===== src/include/az_switch_codes.svh =====
// switch drive codes for the auto-zero front end, included by the sequencer and the bench
`ifndef AZ_SWITCH_CODES_SVH
`define AZ_SWITCH_CODES_SVH

// precharge switch codes
// boot guards the signal from azmux charge injection
`define AZ_SW_PC_BOOT      2'b00
`define AZ_SW_PC_SIGNAL    2'b01

// default azmux codes, hi is the precharge output, lo is the input low
`define AZ_AZMUX_HI_DEF    4'b0011
`define AZ_AZMUX_LO_DEF    4'b0110

`endif


===== src/az_pkg.sv =====
// shared widths and packed structs for the auto-zero acquisition design, imported by every block
`default_nettype none

package az_pkg;

  //////////////////////////////////////////////////////////////////////
  // widths
  //////////////////////////////////////////////////////////////////////

  // adc reading width
  localparam int AZ_ADC_W   = 24;
  // default precharge count width, default of CountWidth
  localparam int AZ_COUNT_W = 24;
  // switch field widths
  localparam int AZ_MUX_W   = 4;
  localparam int AZ_PC_W    = 2;

  //////////////////////////////////////////////////////////////////////
  // structs
  //////////////////////////////////////////////////////////////////////

  // runtime configuration, 34 bits
  typedef struct packed {
    logic [AZ_MUX_W-1:0]   azmux_lo;
    logic [AZ_MUX_W-1:0]   azmux_hi;
    // precharge setting that passes the signal
    logic [AZ_PC_W-1:0]    sw_pc_hi;
    // length of every settle phase
    logic [AZ_COUNT_W-1:0] precharge_count;
  } az_cfg_t;

  // switch drive, 6 bits
  typedef struct packed {
    logic [AZ_MUX_W-1:0] azmux;
    logic [AZ_PC_W-1:0]  sw_pc;
  } az_switch_t;

  // status word, bit 0 is the hi/lo tag of the last sample
  typedef struct packed {
    logic reserved;
    logic prim_w4;
    logic hi;
  } az_status_t;

  // latched reading pair with the sign of hi minus lo, 49 bits
  typedef struct packed {
    logic [AZ_ADC_W-1:0] hi;
    logic [AZ_ADC_W-1:0] lo;
    logic                sign;
  } az_result_t;

endpackage

`default_nettype wire


===== src/az_phase_timer.sv =====
// settle phase timer, loaded by the sequencer on entry to each settle state
`timescale 1ns/1ps
`default_nettype none

module az_phase_timer #(
  parameter int CountWidth = az_pkg::AZ_COUNT_W
) (
  input  wire logic                  clk,
  input  wire logic                  reset_n,
  // one-cycle load pulse
  input  wire logic                  load_i,
  input  wire logic [CountWidth-1:0] count_i,
  // high while the count sits at zero
  output logic                       done_o
);

  logic [CountWidth-1:0] count_q;
  logic [CountWidth-1:0] count_next;

  // next count, load wins, otherwise step down and hold at zero
  always_comb
  begin
    if (load_i)
      count_next = count_i;
    else if (count_q != '0)
      count_next = count_q - 1'b1;
    else
      count_next = count_q;
  end

  // done is taken from the next count so it rises count+1 cycles after load
  always_ff @(posedge clk)
  begin
    if (!reset_n)
    begin
      count_q <= '0;
      // idle timer reads as done
      done_o  <= 1'b1;
    end
    else
    begin
      count_q <= count_next;
      done_o  <= (count_next == '0);
    end
  end

endmodule

`default_nettype wire


===== src/az_sequencer.sv =====
// auto-zero cycle FSM, drives the switches, the adc reset and the capture strobe
`timescale 1ns/1ps
`default_nettype none

`include "az_switch_codes.svh"

module az_sequencer #(
  parameter int CountWidth = az_pkg::AZ_COUNT_W
) (
  input  wire logic                  clk,
  input  wire logic                  reset_n,
  // level, low holds the cycle in idle
  input  wire logic                  arm_i,
  input  wire az_pkg::az_cfg_t       cfg_i,
  input  wire logic                  timer_done_i,
  input  wire logic                  adc_measure_valid_i,
  output logic                       timer_load_o,
  output logic [CountWidth-1:0]      timer_count_o,
  output az_pkg::az_switch_t         switch_o,
  // adc held in reset while low
  output logic                       adc_reset_no,
  output az_pkg::az_status_t         status_o,
  // combinational, high in the cycle the adc valid is accepted
  output logic                       sample_strobe_o,
  output logic                       sample_hi_o
);

  import az_pkg::*;

  typedef enum logic [2:0] {
    ST_IDLE,
    ST_BOOT_GUARD,
    ST_HI_SETTLE,
    ST_SIG_SETTLE,
    ST_HI_MEASURE,
    ST_BOOT_RETURN,
    ST_LO_SETTLE,
    ST_LO_MEASURE
  } state_t;

  state_t     state_q;
  logic       load_q;
  logic       settled;
  logic       measuring;
  logic       accept;
  az_switch_t idle_sw;

  // idle drive, precharge on boot and azmux on lo
  assign idle_sw = '{azmux: cfg_i.azmux_lo, sw_pc: `AZ_SW_PC_BOOT};

  // every phase has the same length
  assign timer_count_o = CountWidth'(cfg_i.precharge_count);
  assign timer_load_o  = load_q;

  // done is stale in the load cycle, the timer only sees the load at the edge
  assign settled = timer_done_i && !load_q;

  assign measuring = (state_q == ST_HI_MEASURE) || (state_q == ST_LO_MEASURE);

  // valid only counts while the adc is released and we are waiting for it
  assign accept = arm_i && measuring && adc_reset_no && adc_measure_valid_i;

  assign sample_strobe_o = accept;
  assign sample_hi_o     = (state_q == ST_HI_MEASURE);

  //////////////////////////////////////////////////////////////////////
  // state, switch and adc reset registers
  //////////////////////////////////////////////////////////////////////

  always_ff @(posedge clk)
  begin
    // load is a single pulse on entry to a settle state
    load_q <= 1'b0;

    if (!reset_n || !arm_i)
    begin
      state_q      <= ST_IDLE;
      switch_o     <= idle_sw;
      adc_reset_no <= 1'b0;
      status_o     <= '0;
    end
    else
    begin
      case (state_q)

        // armed, guard the signal before anything moves
        ST_IDLE:
        begin
          state_q        <= ST_BOOT_GUARD;
          switch_o.sw_pc <= `AZ_SW_PC_BOOT;
          load_q         <= 1'b1;
        end

        ST_BOOT_GUARD:
          if (settled)
          begin
            // azmux to hi, precharge still on boot
            state_q        <= ST_HI_SETTLE;
            switch_o.azmux <= cfg_i.azmux_hi;
            load_q         <= 1'b1;
          end

        ST_HI_SETTLE:
          if (settled)
          begin
            // precharge from boot to signal
            state_q        <= ST_SIG_SETTLE;
            switch_o.sw_pc <= cfg_i.sw_pc_hi;
            load_q         <= 1'b1;
          end

        ST_SIG_SETTLE:
          if (settled)
          begin
            // release adc for the hi reading
            state_q      <= ST_HI_MEASURE;
            adc_reset_no <= 1'b1;
          end

        ST_HI_MEASURE:
          if (accept)
          begin
            state_q        <= ST_BOOT_RETURN;
            adc_reset_no   <= 1'b0;
            status_o       <= '{reserved: 1'b0, prim_w4: 1'b0, hi: 1'b1};
            // back to boot to protect the signal again
            switch_o.sw_pc <= `AZ_SW_PC_BOOT;
            load_q         <= 1'b1;
          end

        ST_BOOT_RETURN:
          if (settled)
          begin
            // azmux to lo
            state_q        <= ST_LO_SETTLE;
            switch_o.azmux <= cfg_i.azmux_lo;
            load_q         <= 1'b1;
          end

        ST_LO_SETTLE:
          if (settled)
          begin
            // release adc for the lo reading
            state_q      <= ST_LO_MEASURE;
            adc_reset_no <= 1'b1;
          end

        ST_LO_MEASURE:
          if (accept)
          begin
            // cycle restarts at hi, precharge already on boot
            state_q        <= ST_HI_SETTLE;
            adc_reset_no   <= 1'b0;
            status_o       <= '0;
            switch_o.azmux <= cfg_i.azmux_hi;
            load_q         <= 1'b1;
          end

        default:
          state_q <= ST_IDLE;

      endcase
    end
  end

endmodule

`default_nettype wire


===== src/az_sample_capture.sv =====
// latches tagged adc readings and emits the auto-zeroed hi minus lo result after each lo sample
`timescale 1ns/1ps
`default_nettype none

module az_sample_capture (
  input  wire logic                         clk,
  input  wire logic                         reset_n,
  // one cycle, adc_data_i is read in the same cycle
  input  wire logic                         sample_strobe_i,
  input  wire logic                         sample_hi_i,
  input  wire logic [az_pkg::AZ_ADC_W-1:0]  adc_data_i,
  output logic                              result_valid_o,
  output az_pkg::az_result_t                result_o,
  output logic signed [az_pkg::AZ_ADC_W:0]  result_diff_o
);

  import az_pkg::*;

  logic [AZ_ADC_W-1:0]      hi_q;
  logic                     have_hi_q;
  logic                     lo_strobe;
  logic signed [AZ_ADC_W:0] diff;

  // readings are unsigned codes, zero extend before subtracting
  assign diff = $signed({1'b0, hi_q}) - $signed({1'b0, adc_data_i});

  // a lo reading only makes a result once a hi reading is held
  assign lo_strobe = sample_strobe_i && !sample_hi_i && have_hi_q;

  //////////////////////////////////////////////////////////////////////
  // control
  //////////////////////////////////////////////////////////////////////

  always_ff @(posedge clk)
  begin
    if (!reset_n)
    begin
      have_hi_q      <= 1'b0;
      result_valid_o <= 1'b0;
    end
    else
    begin
      if (sample_strobe_i && sample_hi_i)
        have_hi_q <= 1'b1;
      // single cycle pulse, nothing downstream can stall it
      result_valid_o <= lo_strobe;
    end
  end

  //////////////////////////////////////////////////////////////////////
  // payload
  //////////////////////////////////////////////////////////////////////

  always_ff @(posedge clk)
  begin
    // latest hi reading, waits for its lo partner
    if (sample_strobe_i && sample_hi_i)
      hi_q <= adc_data_i;

    // result holds until the next lo sample
    if (lo_strobe)
    begin
      result_o      <= '{hi: hi_q, lo: adc_data_i, sign: diff[AZ_ADC_W]};
      result_diff_o <= diff;
    end
  end

endmodule

`default_nettype wire


===== src/az_acquisition_top.sv =====
// acquisition top level, wires timer, sequencer and capture and drives the monitor pins
`timescale 1ns/1ps
`default_nettype none

module az_acquisition_top #(
  parameter int CountWidth = az_pkg::AZ_COUNT_W
) (
  input  wire logic                         clk,
  input  wire logic                         reset_n,
  input  wire az_pkg::az_cfg_t              cfg_i,
  input  wire logic                         arm_i,
  input  wire logic                         adc_measure_valid_i,
  input  wire logic [az_pkg::AZ_ADC_W-1:0]  adc_data_i,
  output logic                              adc_reset_no,
  output az_pkg::az_switch_t                switch_o,
  output az_pkg::az_status_t                status_o,
  output logic                              result_valid_o,
  output logic signed [az_pkg::AZ_ADC_W:0]  result_diff_o,
  output az_pkg::az_result_t                result_o,
  output logic [1:0]                        monitor_o
);

  logic                  timer_load;
  logic [CountWidth-1:0] timer_count;
  logic                  timer_done;
  logic                  sample_strobe;
  logic                  sample_hi;

  // scope pins, plain wires
  assign monitor_o[0] = adc_reset_no;
  assign monitor_o[1] = adc_measure_valid_i;

  //////////////////////////////////////////////////////////////////////
  // blocks
  //////////////////////////////////////////////////////////////////////

  az_phase_timer #(
    .CountWidth (CountWidth)
  ) u_timer (
    .clk     (clk),
    .reset_n (reset_n),
    .load_i  (timer_load),
    .count_i (timer_count),
    .done_o  (timer_done)
  );

  az_sequencer #(
    .CountWidth (CountWidth)
  ) u_sequencer (
    .clk                 (clk),
    .reset_n             (reset_n),
    .arm_i               (arm_i),
    .cfg_i               (cfg_i),
    .timer_done_i        (timer_done),
    .adc_measure_valid_i (adc_measure_valid_i),
    .timer_load_o        (timer_load),
    .timer_count_o       (timer_count),
    .switch_o            (switch_o),
    .adc_reset_no        (adc_reset_no),
    .status_o            (status_o),
    .sample_strobe_o     (sample_strobe),
    .sample_hi_o         (sample_hi)
  );

  // capture samples adc_data_i in the strobe cycle
  az_sample_capture u_capture (
    .clk             (clk),
    .reset_n         (reset_n),
    .sample_strobe_i (sample_strobe),
    .sample_hi_i     (sample_hi),
    .adc_data_i      (adc_data_i),
    .result_valid_o  (result_valid_o),
    .result_o        (result_o),
    .result_diff_o   (result_diff_o)
  );

endmodule

`default_nettype wire


===== config.mk =====
export PLATFORM = sky130hd
export DESIGN_NAME = az_acquisition_top
export DESIGN_NICKNAME = d
export VERILOG_FILES = /design/src/az_pkg.sv /design/src/az_phase_timer.sv /design/src/az_sequencer.sv /design/src/az_sample_capture.sv /design/src/az_acquisition_top.sv
export VERILOG_INCLUDE_DIRS = /design/src /design/src/include
export SDC_FILE = /design/constraint.sdc
export NUM_CORES = 1
export LEC_CHECK = 0
export BUFFER_PORTS_ARGS = -buffer_cell sky130_fd_sc_hd__buf_2
export CAP_MARGIN = 40
export CORE_UTILIZATION = 54
export DETAILED_ROUTE_END_ITERATION = 10
export PLACE_DENSITY_LB_ADDON = 0.12
export RECOVER_POWER = 100
export SYNTH_ARGS = -nofsm -noshare
export SYNTH_HDL_FRONTEND = slang
export SYNTH_SLANG_ARGS = --single-unit

===== constraint.sdc =====
create_clock -name clk -period 5.1 [get_ports clk]
set_input_delay 0.51 -clock clk [delete_from_list [all_inputs] [get_ports clk]]
set_output_delay 0.51 -clock clk [all_outputs]
set_load 0.02 [all_outputs]

# Word-level counts from Yosys, hierarchy flattened

Index checks and enable logic that the tools add are counted.

Flip-flop bits (word level): 139
Input port bits: 62
Logic and storage cells: 93

Add/subtract/negate cells: 2
Equal/unequal tests: 19
Muxes and demuxes: 27
Reduce and logical (&&, ||, !) cells: 28

Operators by type and width:

| cell                                                | number |
|---|---|
| two-way mux 24 bit                                  | 2 |
| two-way mux 3 bit                                   | 9 |
| subtractor 24 x 24 -> 25 bit                        | 1 |
| zero test 24 bit                                    | 1 |
| one-hot mux 3 bit (8 select lines)                  | 1 |
| nonzero test 24 bit                                 | 1 |
| subtractor 24 x 1 -> 24 bit, second input constant  | 1 |
| != test 2 x 1 -> 1 bit, second input constant       | 9 |
| equality test 3 bit, second input constant          | 4 |
| two-way mux 4 bit                                   | 3 |
| one-hot mux 4 bit (3 select lines)                  | 1 |
| AND reduction 3 bit                                 | 3 |
| logical AND 1 bit                                   | 7 |
| AND reduction 7 bit                                 | 1 |
| equality test 3 x 2 -> 1 bit, second input constant | 2 |
| two-way mux 6 bit                                   | 1 |
| != test 3 x 1 -> 1 bit, second input constant       | 2 |
| one-hot mux 2 bit (3 select lines)                  | 1 |
| one-hot mux 3 bit (2 select lines)                  | 1 |
| zero test 1 bit                                     | 4 |
| two-way mux 1 bit                                   | 4 |
| two-way mux 2 bit                                   | 2 |
| AND reduction 4 bit                                 | 1 |
| nonzero test 2 bit                                  | 2 |
| other kinds (10)                                    | 12 |

# Logic depth before layout (Yosys ltp)

Gate-level depths: netlist (run 1).

Depth after elaboration: 8
Depth in mapped cells: 11
Depth with buffers taken out: 11

# Modules after synthesis

Synthesis (run 1) repeated with hierarchy kept, for this count alone.

Cells, all modules: 605
Area, all modules: 6994.2 um^2

Modules (own cells, without submodules):

| module             | times used | cells each | area each (um^2) |
|---|---|---|---|
| az_sample_capture  | 1          | 294        | 4269.1 |
| az_phase_timer     | 1          | 215        | 1850.5 |
| az_sequencer       | 1          | 94         | 859.6 |
| az_acquisition_top | 1          | 2          | 15.0 |

# Worst setup path after synthesis (run 1)

OpenSTA, ideal clock, no wires.

Path kind: input-to-reg
From: in adc_measure_valid_i
To: reg u_capture.result_diff_o[0] in the netlist's numbering, enable pin
Library setup time: 0.505 ns
Data arrival time: 4.033 ns
Data required time: 4.595 ns
Slack: 0.562 ns
Cell stages on the path: 4
Path buffers: 1
Cell sequence: and3_1 -> clkbuf_1 -> nand2_1 -> nor2_1

Cells in the longest elaborated chain, start to end: 3

RTL lines:

| item                            | RTL line                 | RTL |
|---|---|---|
| from (decl)                     | az_acquisition_top.sv:12 | `input wire logic adc_measure_valid_i,` |
| logical AND 1 bit               | az_sequencer.sv:61       | `assign accept = arm_i && measuring && adc_reset_no && adc_measure_valid_i;` |
| logical AND 1 bit (2 in series) | az_sample_capture.sv:28  | `assign lo_strobe = sample_strobe_i && !sample_hi_i && have_hi_q;` |
| net u_capture.lo_strobe         | az_sample_capture.sv:21  | `logic lo_strobe;` |
| to (signal assigned)            | az_sample_capture.sv:64  | `result_diff_o <= diff;` |
| to (decl)                       | az_sample_capture.sv:14  | `output logic signed [az_pkg::AZ_ADC_W:0] result_diff_o` |

The timed path passes the listed nets, and every way through them passes these cells.
A chain may end at the register's enable or synchronous reset.

# Worst setup path in the final report (run 1)

From: reg u_sequencer.adc_reset_no
To: reg u_capture.result_diff_o[2] in the netlist's numbering, enable pin

Cells in the longest elaborated chain, start to end: 4

RTL lines:

| item                            | RTL line                | RTL |
|---|---|---|
| from (decl)                     | az_sequencer.sv:21      | `output logic adc_reset_no,` |
| from (signal assigned)          | az_sequencer.sv:79      | `adc_reset_no <= 1'b0;` |
| from (signal assigned)          | az_sequencer.sv:117     | `adc_reset_no <= 1'b1;` |
| from (signal assigned)          | az_sequencer.sv:124     | `adc_reset_no <= 1'b0;` |
| logical AND 1 bit (2 in series) | az_sequencer.sv:61      |  |
| logical AND 1 bit (2 in series) | az_sample_capture.sv:28 |  |
| net u_capture.lo_strobe         | az_sample_capture.sv:21 |  |

The timed path passes the listed nets, and every way through them passes these cells.

==> results of run 1 <==
## routing by layer
metal / track usage (%) / wire length, um / up-vias / part of all wire [%]
met1: 27.8 / 5720 / 2118 / 43
met2: 38.3 / 6390 / 146 / 49
met4: 10.1 / 294 / 0 / 2.2
li1: - / - / 2244 / -
met5: 0 / 0 / - / 0
met3: 5.53 / 741 / 24 / 5.6
## area by class of cell
class                           count  area, um^2  area share [%]
Clock inverter                      9        86.3            1.15
Tap cell                          143         179            2.39
Timing Repair Buffer              149         609            8.14
Sequential cell                   136        3730            49.9
Clock buffer                       19         433            5.78
Multi-Input combinational cell    345        2320            31.0
Inverter                           34         128            1.70
## metrics by stage
stage               utilization, %  power [W]  setup WS (ns)  cells
floorplan                        -    0.00172          0.562    531
global placement              62.7    0.00183           1.96    807
detailed placement            62.7    0.00185           1.85    807
CTS                           67.2    0.00295           2.04    835
global route                  65.6    0.00305           1.11    835
finish                        65.6    0.00293           1.36    835
## registers in the layout, indices dropped and copies added, names as in the netlist, 3 cells and up
register and count:
u_sequencer.switch_o 6, u_capture.result_diff_o 24, u_capture.result_o 49, u_timer.count_q 24, u_sequencer.state_q 3, u_capture.hi_q 24
## kinds of logic (layout without fill, tap and decap cells)
group	Yosys count	in the layout	synth area share, %
DFF	136	136	59.2
other	1	2	0.0595
muxes	12	12	1.98
AOI/OAI and AO/OA	93	93	9.84
xor gates and xnor gates	38	38	5.28
adders and majority gates	27	27	5.48
buffers and inverters	50	211	3.63
and+or+nand+nor	173	173	14.5
## cells in the mapped netlist (3+ instances only)
cell / number
or4b_2: 4
dfxtp_1: 35
or4_1: 3
nor4_1: 8
nor2b_1: 5
o31a_1: 3
buf_4: 7
o211ai_1: 6
or2_2: 4
clkbuf_1: 6
a21o_1: 4
nand4_1: 3
ha_1: 26
nand2b_1: 4
o21ai_0: 21
and3_1: 5
mux2i_1: 8
nor3_1: 15
nand3_1: 12
and2_1: 14
o21a_1: 8
a41o_1: 3
a31oi_1: 4
edfxtp_1: 101
a21oi_1: 26
xor2_1: 13
nand2_1: 35
inv_1: 34
mux2_2: 4
xnor2_1: 25
nor2_1: 47
## path summary, 6_finish.rpt
path	endpoint	cells past startpoint	start
max reg2reg	u_capture.result_diff_o[2]$_DFFE_PP_	4	u_sequencer.adc_reset_no$_SDFFE_PP0P_
min reg2reg	u_capture.result_o[25]$_DFFE_PP_	0	u_capture.hi_q[0]$_DFFE_PP_
min	u_capture.hi_q[2]$_DFFE_PP_	1	adc_data_i[2]
max	u_capture.result_diff_o[2]$_DFFE_PP_	4	u_sequencer.adc_reset_no$_SDFFE_PP0P_
## critical path, cell delays in order, from the launching register on
cell and delay [ns]:
dfxtp_1 0.39, and3_1 0.30, nand2_1 0.17, nor2_1 1.75, buf_4 0.73
## power groups by stage
stage | clock network [W] | logic (W) | registers, W
5_1_grt | 0.00116 | 0.000591 | 0.00130
3_3_place_gp | 0 | 0.000521 | 0.00131
3_5_place_dp | 0 | 0.000536 | 0.00131
2_1_floorplan | 0 | 0.000411 | 0.00130
6_report | 0.00111 | 0.000531 | 0.00129
4_1_cts | 0.00112 | 0.000541 | 0.00129
## cells in the final DEF (no fill, tap or decap), drive strengths merged, types with 13 or more instances in the layout
cell,n
clkbuf,130
edfxtp,101
nor2,47
buf,38
nand2,35
dfxtp,35
inv,34
a21oi,26
ha,26
xnor2,25
o21ai,22
nor3,16
and2,15
xor2,13
==> results.cfg, run 1 <==
[status]
status = complete, but fails checks
violations = capacitance limit, slew limit

[timing]
tightest_slew_ns = 2.31
timing_hold_violations_final = 0
skew_ns = 0.00871
period_share_pct = 73.4
drv_slew = 30
setup_violations = 0
max_freq_mhz = 267
hold_slack_ns = 0.326
tns_ns = 0
rsz0062_at_grt = no
period_needed_ns = 3.74
slew_headroom_pct = -54.7

[synthesis]
synth_seq_cells = 136
syn-cell-area_um2 = 6310
async_reset_ff_share_pct = 0
synth_seq_area_share_pct = 59.2
yosys.cell_types.count = 62
synth_edf_count = 101
syn_avg_cell_area_um2 = 11.9
yosys.area.top_type = edfxtp_1
synth_top_area_share_pct = 48.1
synthTopCellsByArea = edfxtp_1 (48%), dfxtp_1 (11%), ha_1 (5.2%)
yosys_warnings = 0
ys.flop_type = edfxtp_1
netlist_instances = 530

[die]
num_rows = 39
die_area_um2 = 12100
start_util_pct = 55.2
dieWidth_um = 110
die_height_um = 110
core_um2 = 11400
pin_count = 149

[power]
power_density_nw_per_um2 = 391
internal_power_w = 0.00216
swShare_pct = 26.3
p_seq_share_pct = 44.0
clkPwrFrac_pct = 37.8
p_switching_w = 0.000770
p_leak_nw = 2.86
irDropWorstVdd_v = 0.000278
combPwrFrac_pct = 18.1

[layout]
design_area_um2 = 7490
insertedDiodeCount = 0
drive_gt1_share_pct = 11.0
area_delta_synth_final_pct = 18.7
fillers = 943
nets = 772

[global_routing]
grt_pass1_wl_um = 20500
grt_start_max_net_pins = 46
grt_use_total_pct = 22.8
grt_antenna_before_repair = 0
grt_pass1_vias = 4379
grt_overflow_total = 0

[worst_setup_path]
critPathLaunchType = register
path_class = register to register
endpoint_kind = register
worst-r2r-setup-slack_ns = 1.36
cp.required_ns = 5.15
path_max_fanout = 45
crit_arrival_ns = 3.80

[clocking]
cts_buffer_depth = 2
clk_pin_slew_worst_paths_ns = 0.05
clock_sinks = 136
cts_buffers = 17
cts_root_buffer = clkbuf_16
postCtsSetupBuffers = 0
cts_tree = built
cts_resized = 0
htreeDepth = 4
clk_latency_ns = 0.42
hold_buffers = 0

[route]
routed_wl_um = 13200
antenna_left = 0
vias = 4532
post_drt_via_cell_ratio = 5.43
wl_per_cell_um = 15.7
first_pass_iters = 5
drc = 0
drt_iter0_drc = 249

[placement]
gp_congestion = 0.855
hpwlAfterDp_um = 9350
place_area_um2 = 7150
portBuffers = 146

[flow_run]
cap_violations = 1

[min_path]
hold_path.class = primary input to register
No activity file was read; power rests on OpenSTA's default activity.
==> run 2: changes to the inputs <==
--- a/config.mk
+++ b/config.mk
@@ -8,7 +8,7 @@
 export LEC_CHECK = 0
 export BUFFER_PORTS_ARGS = -buffer_cell sky130_fd_sc_hd__buf_2
 export CAP_MARGIN = 40
-export CORE_UTILIZATION = 54
+export CORE_UTILIZATION = 49
 export DETAILED_ROUTE_END_ITERATION = 10
 export PLACE_DENSITY_LB_ADDON = 0.12
 export RECOVER_POWER = 100
==> constraint.sdc (replaced) <==
create_clock -name clk -period 3.2 [get_ports clk]
set_input_delay 0.32 -clock clk [delete_from_list [all_inputs] [get_ports clk]]
set_output_delay 0.32 -clock clk [all_outputs]
set_load 0.02 [all_outputs]
==> results.cfg, run 2 (synthesis gave the netlist of run 1 again) <==
[die]
dieWidth_um = 115
core_um2 = 12600
pin_count = 149
start_util_pct = 50.2
die_height_um = 115
num_rows = 41
die_area_um2 = 13300

[worst_setup_path]
crit_start = u_capture.hi_q[10]$_DFFE_PP_
cp_common_cell = a41o_1
critPathTopFamily = compound AO/OA/AOI/OAI gates
rr_worst_depth = 8
slowest_stage = a221oi_1
cp_cell_sequence = ha_1 > a41o_1 > a221oi_1 > a21oi_1 > o41a_1 > a41o_1 > o41ai_2 > xnor2_1
cp.required_ns = 3.36
endpoint_kind = register
crit_arrival_ns = 3.17
r2r-end = u_capture.result_diff_o[22]$_DFFE_PP_
worst-r2r-setup-slack_ns = 0.18
max_stage_delay_ns = 0.52
path_class = register to register
crit_buf_inv = 0
path_max_fanout = 6
critPathLaunchType = register
reg2reg_from = u_capture.hi_q[10]$_DFFE_PP_

[clocking]
hold_buffers = 0
cts_buffer_depth = 2
cts_tree = built
clk_pin_slew_worst_paths_ns = 0.05
cts_root_buffer = clkbuf_16
cts_buffers = 17
clock_sinks = 136
cts_resized = 0
clk_latency_ns = 0.42
htreeDepth = 4
postCtsSetupBuffers = 0

[layout]
area_delta_synth_final_pct = 21.2
design_area_um2 = 7650
multi_input_area_um2 = 2350
layout_commonest_cell = clkbuf_1
fillers = 1052
final_core_util_pct = 60.8
nets = 775
drive_gt1_share_pct = 12.6
mostFrequentLayoutCells = clkbuf_1 (113), edfxtp_1 (101), nor2_1 (46)
seq_area_um2 = 3730
insertedDiodeCount = 0
largest_register_ffs = 49
regMostFlops = u_capture.result_o

[flow_run]
cap_violations = 2

[timing]
drv_slew = 100
tightest_slew_ns = 1.78
timing_hold_violations_final = 0
slew_headroom_pct = -18.8
skew_ns = 0.00766
tns_ns = 0
setup_violations = 0
max_freq_mhz = 332
period_needed_ns = 3.02
period_share_pct = 94.2
rsz0062_at_grt = no
postLayoutSetupSlackWorst_ns = 0.185

[route]
first_pass_iters = 5
routed_wl_um = 13100
vias = 4566
antenna_left = 0
wl_per_cell_um = 15.0
drc = 0
post_drt_via_cell_ratio = 5.24
drt_iter0_drc = 224

[global_routing]
grt_use_met3_pct = 5.86
grt_pass1_wl_um = 20300
top_usage_layer = met2
grt_antenna_before_repair = 0
grt_start_max_net_pins = 74
grt_overflow_total = 0
grt_pass1_vias = 4247
use_met2_pct = 34.0
grt_use_total_pct = 20.2
met1_usage_pct = 24.7

[power]
power_density_nw_per_um2 = 640
combPwrFrac_pct = 17.7
p_seq_share_pct = 42.1
clkPwrFrac_pct = 40.1
p_switching_w = 0.00126
swShare_pct = 25.7
internal_power_w = 0.00363
p_leak_nw = 2.92
irDropWorstVdd_v = 0.000328

[min_path]
min_delay_path_depth = 1
hold_path.class = primary input to register
hold_end = u_capture.result_o[3]$_DFFE_PP_
min_from = adc_data_i[2]

[placement]
portBuffers = 146
hpwlAfterDp_um = 9240
place_area_um2 = 7230
gp_congestion = 0.859
dp_slack_ns = 0.0850

[status]
status = complete, but fails checks
violations = capacitance limit, slew limit
[run 2: changes by cell type in the layout (fill, tap and decap cells not counted), sizes merged]
| cell | before | now |
|---|---|---|
| clkinv | 7 | 8 |
| buf | 38 | 40 |
| clkbuf | 130 | 131 |
| clkinvlp | 0 | 1 |
| bufinv | 2 | 4 |
[run 2: worst max path at each step]
| stage | endpoint | cells after the start |
|---|---|---|
| 6_report | u_capture.result_diff_o[22]$_DFFE_PP_ | 8 |
| 5_1_grt | u_capture.result_diff_o[22]$_DFFE_PP_ | 8 |
| 4_1_cts | u_capture.result_diff_o[22]$_DFFE_PP_ | 8 |
| 3_5_place_dp | u_capture.result_diff_o[22]$_DFFE_PP_ | 10 |
| 3_3_place_gp | u_capture.result_diff_o[22]$_DFFE_PP_ | 10 |
| 2_1_floorplan | u_capture.hi_q[0]$_DFFE_PP_ | 4 |
[run 2: metal layers]
metal / vias to the layer above / part of all wire, %
met4: 0 / 1.6
met1: 2170 / 43
met2: 129 / 50
met5: - / 0
li1: 2246 / -
met3: 21 / 5.4
[run 2: stage by stage]
| step | hold WS (ns) | power, W | std cells |
|---|---|---|---|
| after detailed placement | 0.435 | 0.00297 | 839 |
| after global routing | 0.131 | 0.00511 | 871 |
| after global placement | 0.431 | 0.00295 | 839 |
| final | 0.140 | 0.00489 | 871 |
| after floorplan | 0.419 | 0.00273 | 531 |
| after CTS | 0.0950 | 0.00494 | 871 |
[run 2: area by class of cell]
class / instances / area share, %
clock buffer: 19 / 5.66
timing repair buffer: 152 / 8.23
sequential: 136 / 48.8
inverter: 34 / 1.67
multi-input combinational: 345 / 30.7
clock inverter: 13 / 2.08
tap: 172 / 2.81
[run 2: power by group through the flow]
stage / combinational, W / clock, W / sequential [W]
3_3_place_gp: 0.000860 / 0 / 0.00209
3_5_place_dp: 0.000873 / 0 / 0.00210
2_1_floorplan: 0.000655 / 0 / 0.00208
4_1_cts: 0.000883 / 0.00200 / 0.00206
5_1_grt: 0.000964 / 0.00207 / 0.00207
6_report: 0.000868 / 0.00196 / 0.00206
